==> src/hdl/ls_pkg.sv <==
////////////////////////////////////////////////////////////
// shared encodings of the load/store subsystem
////////////////////////////////////////////////////////////

package ls_pkg;

  // major opcode, instruction bits 6:2
  typedef enum logic [4:0] {
    OPC_LOAD  = 5'b00000,  // LOAD  (0000011)
    OPC_STORE = 5'b01000,  // STORE (0100011)
    OPC_OTHER = 5'b11111   // anything else, decoder maps it here
  } ls_opc_t;

  // load func3, instruction bits 14:12
  // 3'b011 (LD) and 3'b110 (LWU) are RV64 only, 3'b111 reserved
  typedef enum logic [2:0] {
    LB  = 3'b000,  // byte, sign extended
    LH  = 3'b001,  // halfword, sign extended
    LW  = 3'b010,  // word
    LBU = 3'b100,  // byte, zero extended
    LHU = 3'b101   // halfword, zero extended
  } ls_load_t;

  // store func3, instruction bits 14:12
  // 3'b011 (SD) is RV64 only, the rest reserved
  typedef enum logic [2:0] {
    SB = 3'b000,  // byte
    SH = 3'b001,  // halfword
    SW = 3'b010   // word
  } ls_store_t;

endpackage

==> src/hdl/ls_decode.sv <==
`timescale 1ns/1ns

module ls_decode (
  input  logic [31:0]       ins,    // instruction word
  input  logic [31:0]       rs1,    // base register value
  output ls_pkg::ls_opc_t   opc,    // major opcode
  output ls_pkg::ls_load_t  ld_f3,  // load type
  output ls_pkg::ls_store_t st_f3,  // store type
  output logic [31:0]       adr,    // effective address
  output logic              ill     // illegal instruction
);

  ////////////////////////////////////////////////////////////
  // field extraction
  ////////////////////////////////////////////////////////////

  logic [4:0]  opc_fld;  // bits 6:2
  logic [2:0]  f3;       // bits 14:12
  logic [31:0] imm;      // sign extended immediate
  logic        f3_ok;    // func3 is a legal RV32 encoding

  assign opc_fld = ins[6:2];
  assign f3      = ins[14:12];

  always_comb begin
    opc   = ls_pkg::OPC_OTHER;
    ld_f3 = ls_pkg::LW;   // defaults for non-memory ops
    st_f3 = ls_pkg::SW;
    imm   = 32'h0000_0000;
    f3_ok = 1'b0;
    case (opc_fld)
      ls_pkg::OPC_LOAD: begin
        opc = ls_pkg::OPC_LOAD;
        imm = {{20{ins[31]}}, ins[31:20]};  // I-type
        case (ls_pkg::ls_load_t'(f3))
          ls_pkg::LB, ls_pkg::LH, ls_pkg::LW, ls_pkg::LBU, ls_pkg::LHU: begin
            ld_f3 = ls_pkg::ls_load_t'(f3);
            f3_ok = 1'b1;
          end
          default: f3_ok = 1'b0;  // LD, LWU, reserved
        endcase
      end
      ls_pkg::OPC_STORE: begin
        opc = ls_pkg::OPC_STORE;
        imm = {{20{ins[31]}}, ins[31:25], ins[11:7]};  // S-type, split field
        case (ls_pkg::ls_store_t'(f3))
          ls_pkg::SB, ls_pkg::SH, ls_pkg::SW: begin
            st_f3 = ls_pkg::ls_store_t'(f3);
            f3_ok = 1'b1;
          end
          default: f3_ok = 1'b0;  // SD, reserved
        endcase
      end
      default: begin
        opc = ls_pkg::OPC_OTHER;
      end
    endcase
  end

  ////////////////////////////////////////////////////////////
  // legality and address
  ////////////////////////////////////////////////////////////

  // compressed encodings and foreign opcodes are illegal here
  assign ill = (ins[1:0] != 2'b11) | ~f3_ok;

  assign adr = rs1 + imm;  // wraps modulo 2^32

endmodule

==> config.mk <==
export PLATFORM = sky130hd
export DESIGN_NAME = ls_decode
export DESIGN_NICKNAME = d
export VERILOG_FILES = /design/src/hdl/ls_pkg.sv /design/src/hdl/ls_decode.sv
export SDC_FILE = /design/constraint.sdc
export NUM_CORES = 1
export LEC_CHECK = 0
export ABC_CLOCK_PERIOD_IN_PS = 3900
export CORE_ASPECT_RATIO = 1.1
export CORE_MARGIN = 2
export CORE_UTILIZATION = 60
export DETAILED_ROUTE_END_ITERATION = 10
export DONT_BUFFER_PORTS = 1
export PLACE_DENSITY = 0.79
export SYNTH_ARGS = -nofsm -noshare
export SYNTH_HDL_FRONTEND = slang
export SYNTH_SLANG_ARGS = --single-unit
==> constraint.sdc <==
create_clock -name vclk -period 3.9
set_clock_uncertainty 0.05 [all_clocks]
set_input_delay 0.585 -clock vclk [all_inputs]
set_output_delay 0.585 -clock vclk [all_outputs]
set_load 0.01 [all_outputs]
==> Implementation_results.wiki, run 1 <==
{| class="wikitable"
! Metric !! Value
|-
| GR Util All Layers || 0.252
|-
| Routed wire length || 5550 um
|-
| Full die area || 3940 um^2
|-
| Timing-limited maximum frequency || 0.265 GHz
|-
| Netlist cell types || 59
|-
| DR iter-0 viols || 80
|-
| Run status || completed
|-
| Area taken by flip-flops and latches || 0 um^2
|-
| Vias in the first global route || 2078
|-
| Critical Path Source Type || input pin
|-
| Crit-path leading delay family || compound AO/OA/AOI/OAI gates
|-
| Least setup slack across all paths after layout || 0.130 ns
|-
| Post-layout nets || 422
|-
| Yosys warning count || 0
|-
| First-pass GRT wire length || 8160 um
|-
| Setup repair after global routing missed its margin || yes
|-
| Ports placed on the boundary || 108
|-
| Layout-stage area growth over the synthesis result || 19.8%
|-
| Total DRC errors in the routed layout || 0
|-
| Post-synthesis sequential area ratio || 0
|-
| Crit-path max FO || 8
|-
| WL per Instance || 14.9 um
|-
| Area contributors post-synth || ha_1 19%, xnor2_1 7.2%, a21oi_1 6.5%
|-
| Max-slew violation total from the final report || 0
|-
| Max IR drop VDD || 0.0452 mV
|-
| Leakage power total || 1.23 nW
|-
| Fraction of final layout cells with drive strength greater than 1 || 0.247
|-
| Final Cell Area || 2480 um^2
|-
| Num rows || 22
|-
| Arrival time worst endpoint || 3.13 ns
|-
| Area fraction of the dominant cell type after synthesis || 0.187
|-
| Worst hold slack || 1.24 ns
|-
| Detailed-router iteration count before antenna repair || 4
|-
| Cells after Synth || 294
|-
| Kind of end point of the critical path || output pin
|-
| Port-buffer cells || 0
|-
| Final HPWL DP || 4610 um
|-
| Synth Cell Area || 2070 um^2
|-
| Worst hold-check path type || in -> out
|-
| Most common cell on crit path || buf_4
|-
| Largest net degree at the start of global routing || 13
|-
| Part of the cycle the worst path needs || 0.967
|-
| Post-route setup TNS || 0 ns
|-
| Final weighted congestion in routability-driven placement || 0.890
|-
| Antenna violations before repair || 0
|-
| Syn nets || 390
|-
| Number of fill cells in the layout || 280
|-
| Starting Density || 0.623
|-
| Core Region || 3330 um^2
|-
| Final sequential cell count || 0
|-
| Count of clock-net buffers in the final layout || 0
|-
| Die X || 60.1 um
|-
| GR Overflow Total || 0
|-
| Cells along the critical path || nor4_4 > buf_4 > buf_4 > and2_1 > ha_1 > a21oi_1 > o211ai_1 > o211a_1 > or3_4 > a41o_1 > o211ai_1 > a41oi_2 > buf_4
|-
| Total power draw || 0.194 mW
|-
| Total setup violations reported at the end of the flow || 0
|-
| Total of hold buffers inserted after clock tree synthesis || 0
|-
| Total via count in the routed design || 2304
|-
| Critical-path cell with the highest stage delay || or3_4
|-
| Delay contributed by the slowest stage of the critical path || 0.39 ns
|-
| Number of max-capacitance violations reported || 0
|-
| Antenna-violating nets left || 0
|-
| Synth area leader || ha_1
|-
| Crit path buf inv count || 3
|-
| Total placed instance area || 2370 um^2
|-
| Final hold violations || 0
|-
| Required arrival time at the worst endpoint || 3.26 ns
|-
| Placement-stage worst setup slack || -0.0427 ns
|-
| Fin crit period || 3.77 ns
|-
| Height of the die || 65.7 um
|-
| Per-cell via count in the routed design || 6.19
|-
| Worst Path Class, Setup || in -> out
|-
| Number of inserted diodes || 0
|-
| Post-Syn Area per Cell || 7.06 um^2
|-
| Power Dens Cells || 78.0 nW/um^2
|}
==> power by group <==
| part | total [mW] | internal, mW | switching [mW] |
|---|---|---|---|
| Combinational | 0.194 | 0.0836 | 0.110 |
| Sequential | 0 | 0 | 0 |
| Clock | 0 | 0 | 0 |
| Total | 0.194 | 0.0836 | 0.110 |
==> path summary, 6_finish.rpt <==
kind,end,start,depth (start not counted),slack (ns)
setup / recovery,adr[31],ins[4],13,0.13
hold / removal,st_f3[0],ins[12],2,1.24
==> routing by layer <==
layer  GRT usage  share of wire
met2       0.496           0.54
met1       0.274           0.39
met5           0              0
met3      0.0177          0.064
met4      0.0750          0.013
==> repair_timing <==
item | 4_1_cts | 5_1_grt
setup buffers | 1 | 4
pin swaps | 0 | 11
setup endpoints to repair | 3 | 10
gates resized for setup | 1 | 23
cloned | 0 | 0
==> stage by stage <==
| stage | std cells | util |
|---|---|---|
| after floorplan | 294 | - |
| after global placement | 367 | 0.710 |
| after detailed placement | 367 | 0.710 |
| after CTS | 368 | 0.715 |
| after global routing | 372 | 0.746 |
| final | 372 | 0.746 |
==> logic make-up after synthesis <==
kind of cell | count (synthesis) | share of synthesized area
fa+ha+maj | 32 | 0.197
simple gates | 102 | 0.242
other cells | 1 | 0.00181
xor+xnor | 28 | 0.118
buf+inv | 24 | 0.0561
compound gates | 101 | 0.356
mux | 6 | 0.0290
==> cells in the final DEF, fill, tap and decap left out, types with 3 or more instances in the layout <==
cell type | Yosys | final
nor2_1 | 33 | 32
o211ai_1 | 3 | 3
o21ai_1 | 3 | 6
ha_1 | 31 | 28
nand2_1 | 23 | 22
a211oi_2 | 2 | 4
nor3_1 | 4 | 4
xor2_1 | 11 | 11
o21ai_0 | 17 | 13
and3_1 | 3 | 3
o21a_1 | 3 | 3
a21o_1 | 12 | 12
xnor2_1 | 17 | 17
ha_2 | 0 | 3
inv_1 | 13 | 12
buf_4 | 4 | 39
a21oi_2 | 1 | 6
nand2b_1 | 4 | 4
nor2b_1 | 3 | 3
a31o_2 | 3 | 3
and2_1 | 10 | 9
mux2i_1 | 6 | 6
nand3_1 | 7 | 7
a211oi_1 | 7 | 5
a21oi_1 | 27 | 22
nand4_1 | 3 | 3
==> cell usage after synthesis, types with 2 or more instances <==
cell type / instances
xor2_1: 11
or2b_2: 2
a211oi_2: 2
nand2_1: 23
inv_1: 13
a41oi_1: 2
buf_4: 4
nand4b_1: 2
and4_1: 2
nand3_1: 7
o21ai_1: 3
nor3_1: 4
a31o_2: 3
nor2b_1: 3
xnor2_1: 17
nor2_1: 33
o21a_1: 3
and2_1: 10
nand2b_1: 4
nand4_1: 3
o211ai_1: 3
clkbuf_1: 5
mux2i_1: 6
a211oi_1: 7
a31oi_1: 2
and3_1: 3
o21ai_0: 17
ha_1: 31
a21o_1: 12
o31a_1: 2
a21oi_1: 27
==> final cells by class <==
type | instances | area [um^2] | share of cell area
multi-input combinational | 270 | 2040 | 0.821
timing repair buffer | 41 | 333 | 0.134
inverter | 13 | 52.6 | 0.0211
tap | 48 | 60.1 | 0.0242
No activity file was read; power rests on OpenSTA's default activity.
==> run 2: changes to the inputs <==
--- a/config.mk
+++ b/config.mk
@@ -5,13 +5,17 @@
 export SDC_FILE = /design/constraint.sdc
 export NUM_CORES = 1
 export LEC_CHECK = 0
+export ABC_AREA = 1
 export ABC_CLOCK_PERIOD_IN_PS = 3900
+export CELL_PAD_IN_SITES_DETAIL_PLACEMENT = 1
+export CELL_PAD_IN_SITES_GLOBAL_PLACEMENT = 1
 export CORE_ASPECT_RATIO = 1.1
 export CORE_MARGIN = 2
-export CORE_UTILIZATION = 60
+export CORE_UTILIZATION = 38
 export DETAILED_ROUTE_END_ITERATION = 10
 export DONT_BUFFER_PORTS = 1
-export PLACE_DENSITY = 0.79
+export PLACE_DENSITY_LB_ADDON = 0.1
+export SKIP_LAST_GASP = 1
 export SYNTH_ARGS = -nofsm -noshare
 export SYNTH_HDL_FRONTEND = slang
 export SYNTH_SLANG_ARGS = --single-unit
==> run 2 against run 1 <==
Compared with the run above: non-clock buffer count down 40; critical endpoint is now adr[28]; cell area increased by 6.2%; sequential cell count did not move; critical path depth increased by 5; cell count is 66% higher; power decreased by 12%; largest power group unchanged; synthesized area up 23%; setup slack gained 0.33 ns.
==> Implementation_results.wiki, run 2 <==
{| class="wikitable"
! Metric !! Value
|-
| Area taken by flip-flops and latches || 0 um^2 (unchanged)
|-
| Max-slew violation total from the final report || 0 (unchanged)
|-
| Worst hold slack || 1.23 ns (-0.00915 ns)
|-
| GR Overflow Total || 0 (unchanged)
|-
| Worst Path Class, Setup || in -> out
|-
| Timing-limited maximum frequency || 0.290 GHz (+9.5%)
|-
| Core Region || 6560 um^2 (+97%)
|-
| Post-Syn Area per Cell || 4.73 um^2 (-33%)
|-
| Worst hold-check path type || in -> out
|-
| Height of the die || 90.0 um (+37%)
|-
| Post-layout nets || 635 (+50%)
|-
| DR iter-0 viols || 66 (-18%)
|-
| Total via count in the routed design || 3022 (+31%)
|-
| Post-synthesis sequential area ratio || 0 (unchanged)
|-
| Critical-path cell with the highest stage delay || fa_1
|-
| Final weighted congestion in routability-driven placement || 0.837 (-6.0%)
|-
| Adder-cell area share of the yosys netlist || 0.160 (-0.0369)
|-
| Simple-Gate Fraction of Synth Area || 0.518 (+0.275)
|-
| Most common cell on crit path || nand2_1
|-
| Full die area || 7390 um^2 (+87%)
|-
| Netlist cell types || 22 (-63%)
|-
| Ports placed on the boundary || 108 (unchanged)
|-
| Antenna violations before repair || 0 (unchanged)
|-
| Cells after Synth || 540 (+84%)
|-
| Most used standard cell by instance count after synthesis || nand2_1
|-
| Largest family of logic cells by synthesized area || simple AND/OR/NAND/NOR gates
|-
| Area contributors post-synth || nand2_1 35%, inv_1 18%, ha_1 15%
|-
| Xor-xnor portion of the synthesized cell area || 0.0549 (-0.0633)
|-
| Num rows || 31 (+41%)
|-
| Leading cell type in the layout, fill and taps excluded || nand2_1
|-
| Critical Path Source Type || input pin
|-
| Area fraction of the dominant cell type after synthesis || 0.345 (+0.158)
|-
| Crit path buf inv count || 1 (-2)
|-
| Yosys warning count || 0 (unchanged)
|-
| Number of inserted diodes || 0 (unchanged)
|-
| First-pass GRT wire length || 13100 um (+60%)
|-
| Starting Density || 0.390 (-0.233)
|-
| Cells along the critical path || nor2_1 > nand2_1 > nor2_2 > nand2_1 > inv_1 > a22o_1 > ha_1 > fa_1 > nand3_1 > nand3_1 > nand2_1 > nand2_2 > nand2_1 > nand2_2 > nand2_1 > nand2_1 > nand2_1 > nand2_1
|-
| Kind of end point of the critical path || output pin
|-
| Fin crit period || 3.44 ns (-0.326 ns)
|-
| Vias in the first global route || 3058 (+47%)
|-
| Synth area leader || nand2_1
|-
| Share of synthesized area spent on multiplexers || 0 (-0.0290)
|-
| Leakage power total || 1.90 nW (+55%)
|-
| Crit-path max FO || 6 (-2)
|-
| Final HPWL DP || 7160 um (+55%)
|-
| Routed wire length || 7710 um (+39%)
|-
| Post-route setup TNS || 0 ns (unchanged)
|-
| GR Util All Layers || 0.214 (-0.0379)
|-
| Largest net degree at the start of global routing || 21 (+8)
|-
| Most frequent cells in the layout || 235 x nand2_1, 125 x inv_1, 50 x nor2_1
|-
| Total setup violations reported at the end of the flow || 0 (unchanged)
|-
| Port-buffer cells || 0 (unchanged)
|-
| Required arrival time at the worst endpoint || 3.26 ns (about the same)
|-
| Part of the cycle the worst path needs || 0.883 (-0.0837)
|-
| Die X || 82.2 um (+37%)
|-
| Delay contributed by the slowest stage of the critical path || 0.46 ns (+0.07 ns)
|-
| Count of clock-net buffers in the final layout || 0 (unchanged)
|-
| Max IR drop VDD || 0.0219 mV (-52%)
|-
| Number of max-capacitance violations reported || 0 (unchanged)
|-
| Crit-path leading delay family || simple AND/OR/NAND/NOR gates
|-
| Total DRC errors in the routed layout || 0 (unchanged)
|-
| Final sequential cell count || 0 (unchanged)
|-
| Fraction of the mapped netlist area in compound gates || 0.0691 (-0.287)
|-
| Synth Cell Area || 2550 um^2 (+23%)
|-
| Syn nets || 636 (+63%)
|-
| Final hold violations || 0 (unchanged)
|-
| Power Dens Cells || 64.9 nW/um^2 (-17%)
|-
| Total of hold buffers inserted after clock tree synthesis || 0 (unchanged)
|-
| Run status || completed
|-
| Per-cell via count in the routed design || 4.88 (-21%)
|-
| Fraction of final layout cells with drive strength greater than 1 || 0.0186 (-0.228)
|-
| Detailed-router iteration count before antenna repair || 4 (unchanged)
|-
| Most used standard cells in the synthesized netlist || 235 x nand2_1, 125 x inv_1, 51 x nor2_1, 31 x ha_1, 28 x nand3_1
|-
| Arrival time worst endpoint || 2.81 ns (-0.32 ns)
|-
| WL per Instance || 12.5 um (-17%)
|-
| Setup repair after global routing missed its margin || no
|-
| Antenna-violating nets left || 0 (unchanged)
|-
| Layout-stage area growth over the synthesis result || 3.33%
|-
| Total power draw || 0.171 mW (-12%)
|}
## run 2: cells by family (layout without fill, tap and decap cells)
| logic type | Yosys count | after routing |
|---|---|---|
| adders and majority gates | 32 | 32 |
| xor gates and xnor gates | 16 | 16 |
| buffers and inverters | 130 | 127 |
| AOI/OAI and AO/OA | 30 | 30 |
| and+or+nand+nor | 331 | 331 |
| other | 1 | 1 |
## run 2: metrics by stage
stage | setup slack, ns | std cells | utilization | cell area (um^2)
after floorplan | 0.759 | 540 | - | 2550
after global placement | 0.369 | 619 | 0.402 | 2630
after detailed placement | 0.318 | 619 | 0.402 | 2630
after CTS | 0.320 | 619 | 0.402 | 2630
after global routing | 0.107 | 619 | 0.403 | 2640
final | 0.457 | 619 | 0.403 | 2640
## run 2: where the power goes
group          leakage [nW]  total, mW  switching (mW)  internal (mW)
clock network             0          0               0              0
registers                 0          0               0              0
logic                  1.90      0.171           0.120         0.0511
## run 2: what timing repair did
action                                  CTS  global route
endpoints found under the setup margin    0             1
resized for setup                         0             2
endpoints found under the hold margin     0             0
buffers inserted                          0             0
## run 2: path summary, 6_finish.rpt
| check | start | slack [ns] | cells past startpoint | endpoint |
|---|---|---|---|---|
| worst max-delay path | ins[3] | 0.46 | 18 | adr[28] |
| worst min-delay path | ins[0] | 1.23 | 1 | ill |
## run 2: routing by layer
layer / share of wire / track usage / up-vias
li1: - / - / 1605
met1: 0.47 / 0.279 / 1355
met2: 0.49 / 0.391 / 58
met3: 0.033 / 0.0141 / 4
met4: 0.010 / 0.0194 / 0
met5: 0 / 0 / -
## run 2: final cells by class
type,count,area (um^2)
fill,1055,3920
inverter,126,475
multi-input combinational,410,2050
tap,82,103
timing repair buffer,1,7.51
