## config.mk

```make
export PLATFORM = sky130hd
export DESIGN_NAME = ls_unit
export DESIGN_NICKNAME = d
export VERILOG_FILES = /design/src/hdl/ls_pkg.sv /design/src/hdl/ls_unit.sv
export SDC_FILE = /design/constraint.sdc
export NUM_CORES = 1
export LEC_CHECK = 0
export BUFFER_PORTS_ARGS = -buffer_cell sky130_fd_sc_hd__buf_2
export CAP_MARGIN = 20
export CORE_MARGIN = 2
export CORE_UTILIZATION = 31
export DETAILED_ROUTE_END_ITERATION = 8
export GPL_TIMING_DRIVEN = 0
export PLACE_DENSITY_LB_ADDON = 0.08
export SKIP_LAST_GASP = 1
export SYNTH_ARGS = -nofsm -noshare
export SYNTH_HDL_FRONTEND = slang
export SYNTH_SLANG_ARGS = --single-unit
```

## constraint.sdc

```tcl
create_clock -name clk -period 2.1 [get_ports clk]
set_input_delay 0.42 -clock clk [delete_from_list [all_inputs] [get_ports clk]]
set_output_delay 0.42 -clock clk [all_outputs]
set_load 0.005 [all_outputs]
```

## src/hdl/ls_pkg.sv

```systemverilog
////////////////////////////////////////////////////////////
// shared encodings of the load/store subsystem
////////////////////////////////////////////////////////////

package ls_pkg;

  // major opcode, instruction bits 6:2
  typedef enum logic [4:0] {
    OPC_LOAD  = 5'b00000,  // LOAD  (0000011)
    OPC_STORE = 5'b01000,  // STORE (0100011)
    OPC_OTHER = 5'b11111   // anything else, decoder maps it here
  } ls_opc_t;

  // load func3, instruction bits 14:12
  // 3'b011 (LD) and 3'b110 (LWU) are RV64 only, 3'b111 reserved
  typedef enum logic [2:0] {
    LB  = 3'b000,  // byte, sign extended
    LH  = 3'b001,  // halfword, sign extended
    LW  = 3'b010,  // word
    LBU = 3'b100,  // byte, zero extended
    LHU = 3'b101   // halfword, zero extended
  } ls_load_t;

  // store func3, instruction bits 14:12
  // 3'b011 (SD) is RV64 only, the rest reserved
  typedef enum logic [2:0] {
    SB = 3'b000,  // byte
    SH = 3'b001,  // halfword
    SW = 3'b010   // word
  } ls_store_t;

endpackage

```

## src/hdl/ls_unit.sv

```systemverilog
`timescale 1ns/1ns

module ls_unit #(
  parameter int ADR_W = 10  // byte address width of the ls bus
)(
  input  logic               clk,
  input  logic               rst,
  // from the decoder
  input  logic               run,     // instruction presented
  input  logic               ill,     // illegal instruction
  input  ls_pkg::ls_opc_t    opc,
  input  ls_pkg::ls_load_t   ld_f3,
  input  ls_pkg::ls_store_t  st_f3,
  input  logic [31:0]        adr,     // effective byte address
  input  logic [31:0]        wdt,     // store data, from rs2
  output logic [31:0]        rdt,     // aligned load result
  output logic               mal,     // misaligned access
  output logic               rdy,     // not stalled
  // ls bus
  output logic               ls_vld,  // request
  output logic               ls_wen,  // write
  output logic [ADR_W-1:0]   ls_adr,  // word aligned
  output logic [3:0]         ls_ben,  // byte enables
  output logic [31:0]        ls_wdt,  // write data
  input  logic [31:0]        ls_rdt,  // read data, one cycle late
  input  logic               ls_rdy   // accept
);

  logic                acc;      // legal load or store
  logic [1:0]          sz;       // 0 byte, 1 half, 2 word
  logic [3:0]          ben;      // lanes touched
  logic [31:0]         rep;      // store data replicated over lanes
  logic                ls_rtr;   // read transfer
  logic [1:0]          dly_off;  // byte offset of last read
  ls_pkg::ls_load_t    dly_f3;   // load type of last read
  logic [15:0]         dly_hlf;
  logic [7:0]          dly_byt;

  ////////////////////////////////////////////////////////////
  // access size and misalignment
  ////////////////////////////////////////////////////////////

  always_comb begin
    acc = 1'b0;
    sz  = 2'd2;
    if (!ill) begin
      case (opc)
        ls_pkg::OPC_LOAD: begin
          acc = 1'b1;
          case (ld_f3)
            ls_pkg::LB, ls_pkg::LBU: sz = 2'd0;
            ls_pkg::LH, ls_pkg::LHU: sz = 2'd1;
            default:                 sz = 2'd2;  // LW
          endcase
        end
        ls_pkg::OPC_STORE: begin
          acc = 1'b1;
          case (st_f3)
            ls_pkg::SB: sz = 2'd0;
            ls_pkg::SH: sz = 2'd1;
            default:    sz = 2'd2;  // SW
          endcase
        end
        default: acc = 1'b0;
      endcase
    end
  end

  always_comb begin
    case (sz)
      2'd0:    mal = 1'b0;              // bytes never misalign
      2'd1:    mal = acc & adr[0];
      default: mal = acc & (|adr[1:0]);
    endcase
  end

  ////////////////////////////////////////////////////////////
  // bus request
  ////////////////////////////////////////////////////////////

  assign ls_vld = run & acc & ~mal;
  assign ls_wen = ls_vld & (opc == ls_pkg::OPC_STORE);
  assign ls_adr = ls_vld ? {adr[ADR_W-1:2], 2'b00} : '0;

  always_comb begin
    case (sz)
      2'd0:    ben = 4'b0001 << adr[1:0];
      2'd1:    ben = adr[1] ? 4'b1100 : 4'b0011;
      default: ben = 4'b1111;
    endcase
  end

  assign ls_ben = ls_vld ? ben : 4'b0000;

  // store lanes, every copy of the data lands on its own lane
  always_comb begin
    case (sz)
      2'd0:    rep = {4{wdt[7:0]}};
      2'd1:    rep = {2{wdt[15:0]}};
      default: rep = wdt;
    endcase
    for (int i = 0; i < 4; i++) begin
      ls_wdt[8*i +: 8] = (ls_wen && ben[i]) ? rep[8*i +: 8] : 8'h00;  // idle lanes zero
    end
  end

  ////////////////////////////////////////////////////////////
  // load alignment
  ////////////////////////////////////////////////////////////

  assign ls_rtr = ls_vld & ls_rdy & ~ls_wen;

  always_ff @(posedge clk or posedge rst) begin
    if (rst) begin
      dly_off <= 2'b00;
      dly_f3  <= ls_pkg::LW;
    end else if (ls_rtr) begin
      dly_off <= adr[1:0];
      dly_f3  <= ld_f3;
    end
  end

  assign dly_hlf = dly_off[1] ? ls_rdt[31:16] : ls_rdt[15:0];
  assign dly_byt = dly_off[0] ? dly_hlf[15:8] : dly_hlf[7:0];

  always_comb begin
    case (dly_f3)
      ls_pkg::LB:  rdt = {{24{dly_byt[7]}}, dly_byt};
      ls_pkg::LH:  rdt = {{16{dly_hlf[15]}}, dly_hlf};
      ls_pkg::LBU: rdt = {24'h00_0000, dly_byt};
      ls_pkg::LHU: rdt = {16'h0000, dly_hlf};
      default:     rdt = ls_rdt;  // LW
    endcase
  end

  assign rdy = ls_rdy;  // stall comes from the bus only

  ////////////////////////////////////////////////////////////
  // checks
  ////////////////////////////////////////////////////////////

  // decoder flags must block the bus
  a_vld_legal: assert property (@(posedge clk) disable iff (rst)
    ls_vld |-> !mal && !ill);

  a_wr_ben: assert property (@(posedge clk) disable iff (rst)
    ls_vld && ls_wen |-> ls_ben != 4'b0000);

  // caller holds its inputs, so the request must not move while stalled
  a_req_hold: assert property (@(posedge clk) disable iff (rst)
    ls_vld && !ls_rdy |=> ls_vld && $stable({ls_wen, ls_adr, ls_ben, ls_wdt}));

endmodule

```

==> metrics.log, run 1 <==
INFO  metric io_buffer_count = 167
INFO  metric cts-root-to-sink-buffers = 2
INFO  metric critical_path.endpoint = ls_wdt[9]
INFO  metric tritoncts_num_sinks = 5
INFO  metric maximum_level_of_the_cts_h_tree = 1
INFO  metric worstMarginPinSlew = 0.5862 ns
INFO  metric worst_clock_skew = 0 ns
INFO  metric share_of_synthesized_registers_carrying_an_async_set_or_reset = 100.0%
INFO  metric global_route_wire_length_before_repair = 11.31 mm
INFO  metric numCtsBuffers = 3
INFO  metric row_count = 27
INFO  metric antenna_found_initial = 0
INFO  metric criticalPathCategory = primary input to output port
INFO  metric seqPwrFrac = 13.5%
INFO  metric design.die.area = 6114 µm²
INFO  metric synth_top_flop_cell = dfrtp_1
INFO  metric whs = 0.09110 ns
INFO  metric finish.cell_count_without_fillers = 511
INFO  metric detail_route.vias_per_cell = 5.272
INFO  metric tritoncts = done
INFO  metric synth_cell_types = 53
INFO  metric worstPathRequired = 1.68 ns
INFO  metric avgSynthCellArea = 6.854 µm²
INFO  metric timing.fmax = 421.6 MHz
INFO  metric r2r_setup_slack = 1.04 ns
INFO  metric synth_top_cells_by_count = nand2_1 (63), o21ai_0 (22), and2_1 (18), a21oi_1 (17), mux2_2 (12)
INFO  metric detailedPlacementHpwl = 5.694 mm
INFO  metric layout_min_cycle_time = 2.372 ns
INFO  metric die_width = 78.20 µm
INFO  metric number_of_instances_in_the_synthesized_netlist = 249
INFO  metric synth_seq_area_share = 7.405%
INFO  metric route.vias.total = 2694
INFO  metric max-slew-margin-rel = 60.75%
INFO  metric ant_nets = 0
INFO  metric yosysWarningCount = 0
INFO  metric setup_violations = 68
INFO  metric timing.final.ws_setup = -0.2722 ns
INFO  metric worst_setup_path_startpoint = st_f3[1]
INFO  metric core_area = 5405 µm²
INFO  metric cts.reportedPaths.clkPinSlew = 0.03 ns
INFO  metric drt_iter0_markers = 74
INFO  metric violations = negative setup slack
INFO  metric drive_above_1_share = 65.15%
INFO  metric p_comb_share = 64.9%
INFO  metric timing.max_cap.violations = 0
INFO  metric final.period_utilization = 113.0%
INFO  metric worstHoldPathType = primary input to asynchronous set/reset pin
INFO  metric count_of_final_max_slew_check_failures = 0
INFO  metric post_cts_hold_fix_bufs = 0
INFO  metric grt_max_degree = 11
INFO  metric antenna-diode-count = 0
INFO  metric number_of_enable_type_register_cells_in_the_synthesized_netlist = 0
INFO  metric irDropWorstVdd = 164.9 µV
INFO  metric critical_path.reg2reg.endpoint = dly_f3[1]$_DFFE_PP1P_
INFO  metric starting_density_of_the_core = 31.57%
INFO  metric number_of_global_route_vias_before_repair = 2386
INFO  metric total_switching_power = 301.5 µW
INFO  metric globalRoute.totalOverflow = 0
INFO  metric synthDominantAreaCellType = nand2_1
INFO  metric switching_share = 37.71%
INFO  metric gp_congestion = 0.7967
INFO  metric die_h = 78.20 µm
INFO  metric groute.usage.overall = 22.08%
INFO  metric internal_power = 498.1 µW
INFO  metric clkLatencyLatePin = 0.22 ns
INFO  metric worstPathArrival = 1.95 ns
INFO  metric critical_path.endpoint_type = output port
INFO  metric avgRoutedWirePerCell = 14.96 µm
INFO  metric drtPass1Iterations = 4
INFO  metric timing.rr.start = dly_f3[1]$_DFFE_PP1P_
INFO  metric placedCellCount = 489
INFO  metric rr_worst_depth = 2
INFO  metric cts-root-buf = clkbuf_8
INFO  metric share_clk_of_total_power = 21.6%
INFO  metric cellLeakagePower = 1.600 nW
INFO  metric mappedNetlistArea = 1707 µm²
INFO  metric critPathMaxFanout = 8
INFO  metric power.density = 247.6 nW/µm²
INFO  metric drc = 0
INFO  metric syn_to_final_growth = 89.22%
INFO  metric synthTopCellsByArea = nand2_1 (14%), mux2_2 (7.9%), and2_1 (6.6%)
INFO  metric synth.ff_latch_count = 5
INFO  metric netlist.area_leader.share = 13.86%
INFO  metric run_status = finished with violations
INFO  metric final_nets = 552
INFO  metric wl = 7.645 mm
INFO  metric ios = 194
INFO  metric startpoint_type = primary input
INFO  metric yosysMostFrequentCell = nand2_1
INFO  metric finalHoldViolations = 0
INFO  metric grt_setup_unrepaired = true
==> layout by cell type (no fill, tap or decap), types with 7 or more instances in the layout <==
master	Yosys	routed
o221a_1	7	7
nand2_2	0	17
nand3_1	9	8
a21oi_1	17	8
a21oi_2	0	9
and2_1	18	11
buf_6	1	24
and2_4	0	7
mux2_2	12	11
a22oi_1	7	7
nand2_1	63	44
buf_4	3	16
o22a_1	7	7
a221o_1	7	7
o21ai_0	22	19
buf_2	3	153
==> metrics by stage <==
step                      area (µm²)  setup slack (ns)  util [%]  total power, mW  setup TNS, ns
after floorplan                 1717          0.003486         -           0.3018              0
after global placement          2643           -0.4374     48.89           0.5102         -18.38
after detailed placement        2643           -0.4727     48.89           0.5121         -19.37
after CTS                       2969           -0.2709     54.93           0.7408         -9.657
after global routing            3229           -0.3778     59.75           0.8650         -15.88
final                           3229           -0.2722     59.75           0.7995         -11.40
==> timing repair <==
action,CTS,global route
endpoints found under the setup margin,76,74
gates cloned,2,1
gates resized for setup,53,62
endpoints found under the hold margin,0,0
pin swaps,21,15
buffers inserted,10,7
==> how the worst min path moves through the flow <==
stage	startpoint	depth (start not counted)	end	slack (ns)
final	rst	2	dly_f3[2]$_DFFE_PP0P_	0.09
after global placement	rst	2	dly_f3[2]$_DFFE_PP0P_	0.32
after detailed placement	rst	2	dly_f3[2]$_DFFE_PP0P_	0.33
after floorplan	rst	1	dly_f3[0]$_DFFE_PP0P_	0.20
after CTS	rst	2	dly_f3[2]$_DFFE_PP0P_	0.1
after global routing	rst	2	dly_f3[2]$_DFFE_PP0P_	0.11
==> per-layer routing <==
| layer | routed length (µm) | global-route usage, % |
|---|---|---|
| met1 | 3063 | 27.24 |
| met2 | 3977 | 41.21 |
| met3 | 563 | 2.989 |
| met4 | 41 | 3.509 |
| met5 | 0 | 0 |
==> logic make-up (layout without fill, tap and decap cells) <==
group	after synthesis	after routing	synth area share [%]
flops	5	5	7.405
simple gates	120	120	38.20
buf+inv	23	211	6.451
compound gates	86	87	37.90
mux	14	14	9.824
other cells	1	2	0.2197
==> area by class of cell <==
class / count / area (µm²)
clock buffers: 4 / 45.04
fillers: 523 / 2176
repair buffers: 186 / 1105
inverters: 5 / 18.77
multi-input cells: 223 / 1723
flip-flops and latches: 5 / 127.6
plain buffers: 16 / 120.1
well taps: 72 / 90.09
==> flip-flops by register name, summed over array words and instances (netlist names) <==
register,cells
dly_f3,3
dly_off,2
==> power by group through the flow <==
stage	registers (mW)	logic, mW	clock network, mW
floorplan	0.107	0.195	0
global placement	0.108	0.403	0
detailed placement	0.108	0.404	0
CTS	0.107	0.456	0.177
global route	0.109	0.564	0.192
finish	0.108	0.519	0.173
==> critical path, stage by stage <==
cell      delay [ns]
buf_2           0.14
or4b_1          0.61
a21oi_2         0.23
o211ai_1        0.10
buf_4           0.18
a21oi_1         0.13
buf_2           0.13
(Power assumes the default switching activity.)
==> run 2: changes to the inputs <==
--- a/config.mk
+++ b/config.mk
@@ -12,7 +12,9 @@
 export DETAILED_ROUTE_END_ITERATION = 8
 export GPL_TIMING_DRIVEN = 0
 export PLACE_DENSITY_LB_ADDON = 0.08
+export REMOVE_ABC_BUFFERS = 1
 export SKIP_LAST_GASP = 1
 export SYNTH_ARGS = -nofsm -noshare
 export SYNTH_HDL_FRONTEND = slang
 export SYNTH_SLANG_ARGS = --single-unit
+export TNS_END_PERCENT = 20
==> run 2 against run 1 <==
Net effect: the run still ends with negative setup slack left; via count fell by 5.0%; hold slack improved by 0.0042 ns; sequential cell count did not move; final area fell by 5.2%; final cell count fell by 1.8%; setup slack got worse by 0.0062 ns; wire length fell by 7.6%; clock skew did not move; register-to-register slack got worse by 0.07 ns; maximum frequency fell by 0.26%; first-iteration DRC count rose by 28%; power fell by 6.0%; largest cell class unchanged; largest power group unchanged.
==> metrics.log, run 2 (same netlist as run 1, synthesis figures left out) <==
INFO  metric run_status = finished with violations
INFO  metric violations = negative setup slack
INFO  metric r2r_setup_slack = 0.97 ns
INFO  metric startpoint_type = primary input
INFO  metric io_buffer_count = 169
INFO  metric final_nets = 543
INFO  metric number_of_buffers_and_inverters_on_the_critical_path = 2
INFO  metric die_h = 78.20 µm
INFO  metric timing.rr.start = dly_f3[1]$_DFFE_PP1P_
INFO  metric irDropWorstVdd = 133.6 µV
INFO  metric timing.fmax = 420.5 MHz
INFO  metric cellLeakagePower = 1.539 nW
INFO  metric total_switching_power = 278.5 µW
INFO  metric cts.reportedPaths.clkPinSlew = 0.03 ns
INFO  metric finish.utilization = 56.67%
INFO  metric grt_setup_unrepaired = true
INFO  metric largest-register = dly_f3
INFO  metric seqPwrFrac = 14.9%
INFO  metric setup_violations = 66
INFO  metric antenna-diode-count = 0
INFO  metric design.die.area = 6114 µm²
INFO  metric global_route_wire_length_before_repair = 10.41 mm
INFO  metric globalRoute.totalOverflow = 0
INFO  metric cts-root-to-sink-buffers = 2
INFO  metric drt_iter0_markers = 95
INFO  metric worstHoldPathType = primary input to asynchronous set/reset pin
INFO  metric criticalPathCategory = primary input to output port
INFO  metric timing.critical_path.slowest_cell_delay = 0.61 ns
INFO  metric final.period_utilization = 113.3%
INFO  metric starting_density_of_the_core = 31.57%
INFO  metric tritoncts = done
INFO  metric tns = -9.410 ns
INFO  metric most-common-layout-cells = buf_2 (163), nand2_1 (63), o21ai_0 (20), buf_4 (20), and2_1 (18)
INFO  metric timing.final.ws_setup = -0.2783 ns
INFO  metric flip_flop_count_of_the_largest_register_all_copies_and_words_added = 3
INFO  metric cts-root-buf = clkbuf_8
INFO  metric internal_power = 473.4 µW
INFO  metric share_clk_of_total_power = 23.1%
INFO  metric gate_family_responsible_for_the_most_delay_along_the_worst_path = compound AO/OA/AOI/OAI gates
INFO  metric number_of_global_route_vias_before_repair = 2203
INFO  metric worstPathArrival = 1.96 ns
INFO  metric switching_share = 37.04%
INFO  metric core_area = 5405 µm²
INFO  metric antenna_found_initial = 0
INFO  metric cp_slowest_cell = a2111o_2
INFO  metric timing.critical_path.cells = buf_12, nor3b_4, or3_4, a2111o_2, a21oi_1, buf_2
INFO  metric route.vias.total = 2559
INFO  metric final_common_cell = buf_2
INFO  metric rr_worst_depth = 2
INFO  metric post_cts_hold_fix_bufs = 0
INFO  metric clkLatencyLatePin = 0.22 ns
INFO  metric maximum_level_of_the_cts_h_tree = 1
INFO  metric row_count = 27
INFO  metric placedCellCount = 474
INFO  metric drive_above_1_share = 58.84%
INFO  metric numCtsBuffers = 3
INFO  metric wl = 7.063 mm
INFO  metric critPathMaxFanout = 8
INFO  metric grt_max_degree = 33
INFO  metric path_depth = 6
INFO  metric post-place-ws = -0.5685 ns
INFO  metric groute.usage.overall = 20.24%
INFO  metric drc = 0
INFO  metric p_comb_share = 62.0%
INFO  metric power.density = 245.5 nW/µm²
INFO  metric die_width = 78.20 µm
INFO  metric critical_path.reg2reg.endpoint = dly_f3[1]$_DFFE_PP1P_
INFO  metric finalHoldViolations = 0
INFO  metric ios = 194
INFO  metric tritoncts_num_sinks = 5
INFO  metric worstPathRequired = 1.68 ns
INFO  metric count_of_final_max_slew_check_failures = 0
INFO  metric timing.max_cap.violations = 0
INFO  metric critical_path.endpoint_type = output port
INFO  metric avgRoutedWirePerCell = 14.07 µm
INFO  metric gp_congestion = 0.7729
INFO  metric drtPass1Iterations = 4
INFO  metric detail_route.vias_per_cell = 5.098
INFO  metric n_fill_cell = 555
INFO  metric layout_min_cycle_time = 2.378 ns
INFO  metric largest_registers = dly_f3 x3, dly_off x2
INFO  metric ant_nets = 0
INFO  metric detailedPlacementHpwl = 5.278 mm
INFO  metric syn_to_final_growth = 79.47%
INFO  metric worst_clock_skew = 0 ns
INFO  metric finish.cell_count_without_fillers = 502
[run 2: what timing repair did]
item | 4_1_cts | 5_1_grt
resized for setup | 21 | 42
endpoints found under the hold margin | 0 | 0
setup buffers | 11 | 13
pin swaps | 8 | 9
endpoints found under the setup margin | 75 | 75
[run 2: worst max path at each step]
stage                            from         end  slack [ns]
5_1_grt                        opc[3]  ls_wdt[22]       -0.31
2_1_floorplan  dly_off[1]$_DFFE_PP0P_     rdt[16]       -0.03
4_1_cts                        opc[3]  ls_wdt[22]       -0.24
3_3_place_gp                   opc[3]  ls_wdt[11]       -0.61
3_5_place_dp                   opc[3]  ls_wdt[10]       -0.57
6_report                       opc[3]  ls_wdt[19]       -0.28
[run 2: per-stage QoR]
| stage | cell area (µm²) | power [mW] | hold slack (ns) |
|---|---|---|---|
| 2_1_floorplan | 1619 | 0.2835 | 0.1978 |
| 3_3_place_gp | 2555 | 0.4993 | 0.3189 |
| 3_5_place_dp | 2562 | 0.4992 | 0.3252 |
| 4_1_cts | 2801 | 0.7174 | 0.09702 |
| 5_1_grt | 3063 | 0.8073 | 0.1094 |
| 6_report | 3063 | 0.7519 | 0.09533 |
[run 2: area by class of cell]
| class | instances | area, µm² | area share, % |
|---|---|---|---|
| multi-input cells | 222 | 1662 | 54.25 |
| repair buffers | 194 | 1116 | 36.44 |
| flip-flops and latches | 5 | 131.4 | 4.289 |
| well taps | 72 | 90.09 | 2.941 |
| clock buffers | 4 | 45.04 | 1.471 |
| inverters | 5 | 18.77 | 0.6127 |
[run 2: metal layers]
| metal | track usage, % | vias to the layer above | wire [µm] |
|---|---|---|---|
| met5 | 0 | - | 0 |
| met4 | 2.105 | 0 | 12 |
| met3 | 3.448 | 2 | 585 |
| met2 | 38.36 | 106 | 3598 |
| met1 | 24.53 | 1160 | 2866 |
| li1 | - | 1291 | - |
[run 2: power groups by stage]
stage	Combinational (mW)	Sequential, mW	Clock (mW)
CTS	0.427	0.114	0.176
floorplan	0.171	0.113	0
finish	0.466	0.112	0.174
global placement	0.383	0.117	0
detailed placement	0.383	0.117	0
global route	0.511	0.113	0.183
==> run 3: changes to the inputs <==
--- a/config.mk
+++ b/config.mk
@@ -13,6 +13,7 @@
 export GPL_TIMING_DRIVEN = 0
 export PLACE_DENSITY_LB_ADDON = 0.08
 export REMOVE_ABC_BUFFERS = 1
+export SKIP_CTS_REPAIR_TIMING = 1
 export SKIP_LAST_GASP = 1
 export SYNTH_ARGS = -nofsm -noshare
 export SYNTH_HDL_FRONTEND = slang
==> run 3 against run 2 <==
Net effect: clock power about the same; final cell count decreased by 0.60%; critical path depth unchanged; clock-buffer cell count unchanged; hold slack got worse by 0.00055 ns; largest cell class unchanged; clock skew unchanged; die area unchanged; largest power group unchanged; combinational power decreased by 6.9%; the run still ends with negative setup slack left; power decreased by 4.0%; register-to-register slack improved by 0.08 ns; sequential share of layout area increased by 0.14 points; maximum frequency about the same.
==> metrics.log, run 3 (same netlist as run 1, synthesis figures left out) <==
INFO  metric critical_path.endpoint_type = output port
INFO  metric layout_min_cycle_time = 2.379 ns
INFO  metric worst_setup_path_startpoint = opc[3]
INFO  metric starting_density_of_the_core = 31.57%
INFO  metric timing.max_cap.violations = 0
INFO  metric global_route_wire_length_before_repair = 10.15 mm
INFO  metric power.density = 243.4 nW/µm²
INFO  metric r2r_setup_slack = 1.05 ns
INFO  metric maximum_level_of_the_cts_h_tree = 1
INFO  metric flip_flop_count_of_the_largest_register_all_copies_and_words_added = 3
INFO  metric largest-register = dly_f3
INFO  metric worstMarginPinSlew = 0.6033 ns
INFO  metric detail_route.vias_per_cell = 5.022
INFO  metric grt_max_degree = 33
INFO  metric core_area = 5405 µm²
INFO  metric run_status = finished with violations
INFO  metric wl = 7.001 mm
INFO  metric total_switching_power = 269.8 µW
INFO  metric tritoncts_num_sinks = 5
INFO  metric cts-root-to-sink-buffers = 2
INFO  metric clkLatencyLatePin = 0.22 ns
INFO  metric numCtsBuffers = 3
INFO  metric drtPass1Iterations = 5
INFO  metric largest_registers = dly_f3 x3, dly_off x2
INFO  metric n_fill_cell = 563
INFO  metric tritoncts = done
INFO  metric final_nets = 540
INFO  metric placedCellCount = 474
INFO  metric gp_congestion = 0.7729
INFO  metric finalHoldViolations = 0
INFO  metric die_h = 78.20 µm
INFO  metric max-slew-margin-rel = 59.70%
INFO  metric syn_to_final_growth = 73.75%
INFO  metric route.vias.total = 2506
INFO  metric drive_above_1_share = 57.38%
INFO  metric ant_nets = 0
INFO  metric critical_path.endpoint = ls_wdt[19]
INFO  metric number_of_global_route_vias_before_repair = 2150
INFO  metric io_buffer_count = 169
INFO  metric layout.area.seq = 131.4 µm²
INFO  metric worstHoldPathType = primary input to asynchronous set/reset pin
INFO  metric detailedPlacementHpwl = 5.278 mm
INFO  metric finish.cell_count_without_fillers = 499
INFO  metric critPathMaxFanout = 8
INFO  metric worstPathRequired = 1.68 ns
INFO  metric most-common-layout-cells = buf_2 (163), nand2_1 (63), buf_4 (22), and2_1 (18), o21ai_0 (16)
INFO  metric critical_path.reg2reg.endpoint = dly_f3[1]$_DFFE_PP1P_
INFO  metric p_comb_share = 60.1%
INFO  metric worst_clock_skew = 0 ns
INFO  metric setup_violations = 73
INFO  metric switching_share = 37.38%
INFO  metric timing.fmax = 420.3 MHz
INFO  metric rr_worst_depth = 1
INFO  metric timing.final.ws_setup = -0.2790 ns
INFO  metric seqPwrFrac = 15.8%
INFO  metric cts.reportedPaths.clkPinSlew = 0.03 ns
INFO  metric die_width = 78.20 µm
INFO  metric internal_power = 452.0 µW
INFO  metric worstPathArrival = 1.96 ns
INFO  metric final.period_utilization = 113.3%
INFO  metric cellLeakagePower = 1.511 nW
INFO  metric ios = 194
INFO  metric row_count = 27
INFO  metric antenna-diode-count = 0
INFO  metric drt_iter0_markers = 54
INFO  metric antenna_found_initial = 0
INFO  metric final_common_cell = buf_2
INFO  metric multi_input_area = 1609 µm²
INFO  metric design.die.area = 6114 µm²
INFO  metric share_clk_of_total_power = 24.1%
INFO  metric power.total = 721.8 µW
INFO  metric globalRoute.totalOverflow = 0
INFO  metric irDropWorstVdd = 135.6 µV
INFO  metric drc = 0
INFO  metric groute.usage.overall = 19.73%
INFO  metric count_of_final_max_slew_check_failures = 0
INFO  metric grt_setup_unrepaired = true
INFO  metric violations = negative setup slack
INFO  metric criticalPathCategory = primary input to output port
INFO  metric cts-root-buf = clkbuf_8
INFO  metric avgRoutedWirePerCell = 14.03 µm
INFO  metric startpoint_type = primary input
INFO  metric timing.rr.start = dly_f3[1]$_DFFE_PP1P_
run 3: cell count changes in the layout (fill, tap and decap cells not counted), sizes merged:
cell,change
buf,-4
clkbuf,+1
run 3: worst min-delay path by stage:
stage                                  to  slack (ns)  start
floorplan           dly_f3[0]$_DFFE_PP0P_        0.20    rst
global placement    dly_f3[2]$_DFFE_PP0P_        0.32    rst
detailed placement  dly_f3[2]$_DFFE_PP0P_        0.33    rst
CTS                 dly_f3[2]$_DFFE_PP0P_         0.1    rst
global route        dly_f3[2]$_DFFE_PP0P_        0.11    rst
finish              dly_f3[0]$_DFFE_PP0P_        0.09    rst
run 3: per-stage QoR:
stage / setup WS [ns] / instance area (µm²) / utilization, % / setup TNS [ns] / hold slack [ns]
after global routing: -0.3363 / 2965 / 54.86 / -18.29 / 0.1094
after floorplan: -0.03471 / 1619 / - / -0.5554 / 0.1978
after detailed placement: -0.5685 / 2562 / 47.41 / -28.57 / 0.3252
after global placement: -0.6149 / 2555 / 47.27 / -30.01 / 0.3189
final: -0.2790 / 2965 / 54.86 / -11.63 / 0.09478
after CTS: -0.7633 / 2608 / 48.24 / -36.09 / 0.09705
run 3: final cells by class:
cell class / instances / share of cell area [%]
multi-input combinational: 222 / 54.26
timing repair buffer: 191 / 36.12
sequential: 5 / 4.430
tap: 72 / 3.038
clock buffer: 4 / 1.519
inverter: 5 / 0.6329
run 3: layer usage:
layer | vias to the layer above | track usage [%] | routed length (µm)
met5 | - | 0 | 0
met4 | 0 | 2.105 | 28
met3 | 4 | 3.448 | 548
met2 | 100 | 37.07 | 3486
met1 | 1123 | 24.09 | 2937
li1 | 1279 | - | -
run 3: worst max-delay path, stage by stage:
cell      delay, ns
buf_12         0.11
nor3b_4        0.16
or3_1          0.37
a2111o_2       0.61
a21oi_1        0.15
buf_2          0.13
run 3: power groups by stage:
stage	registers [mW]	logic (mW)	clock network (mW)
global route	0.116	0.479	0.183
finish	0.114	0.434	0.174
CTS	0.116	0.384	0.176
floorplan	0.113	0.171	0
detailed placement	0.117	0.383	0
global placement	0.117	0.383	0
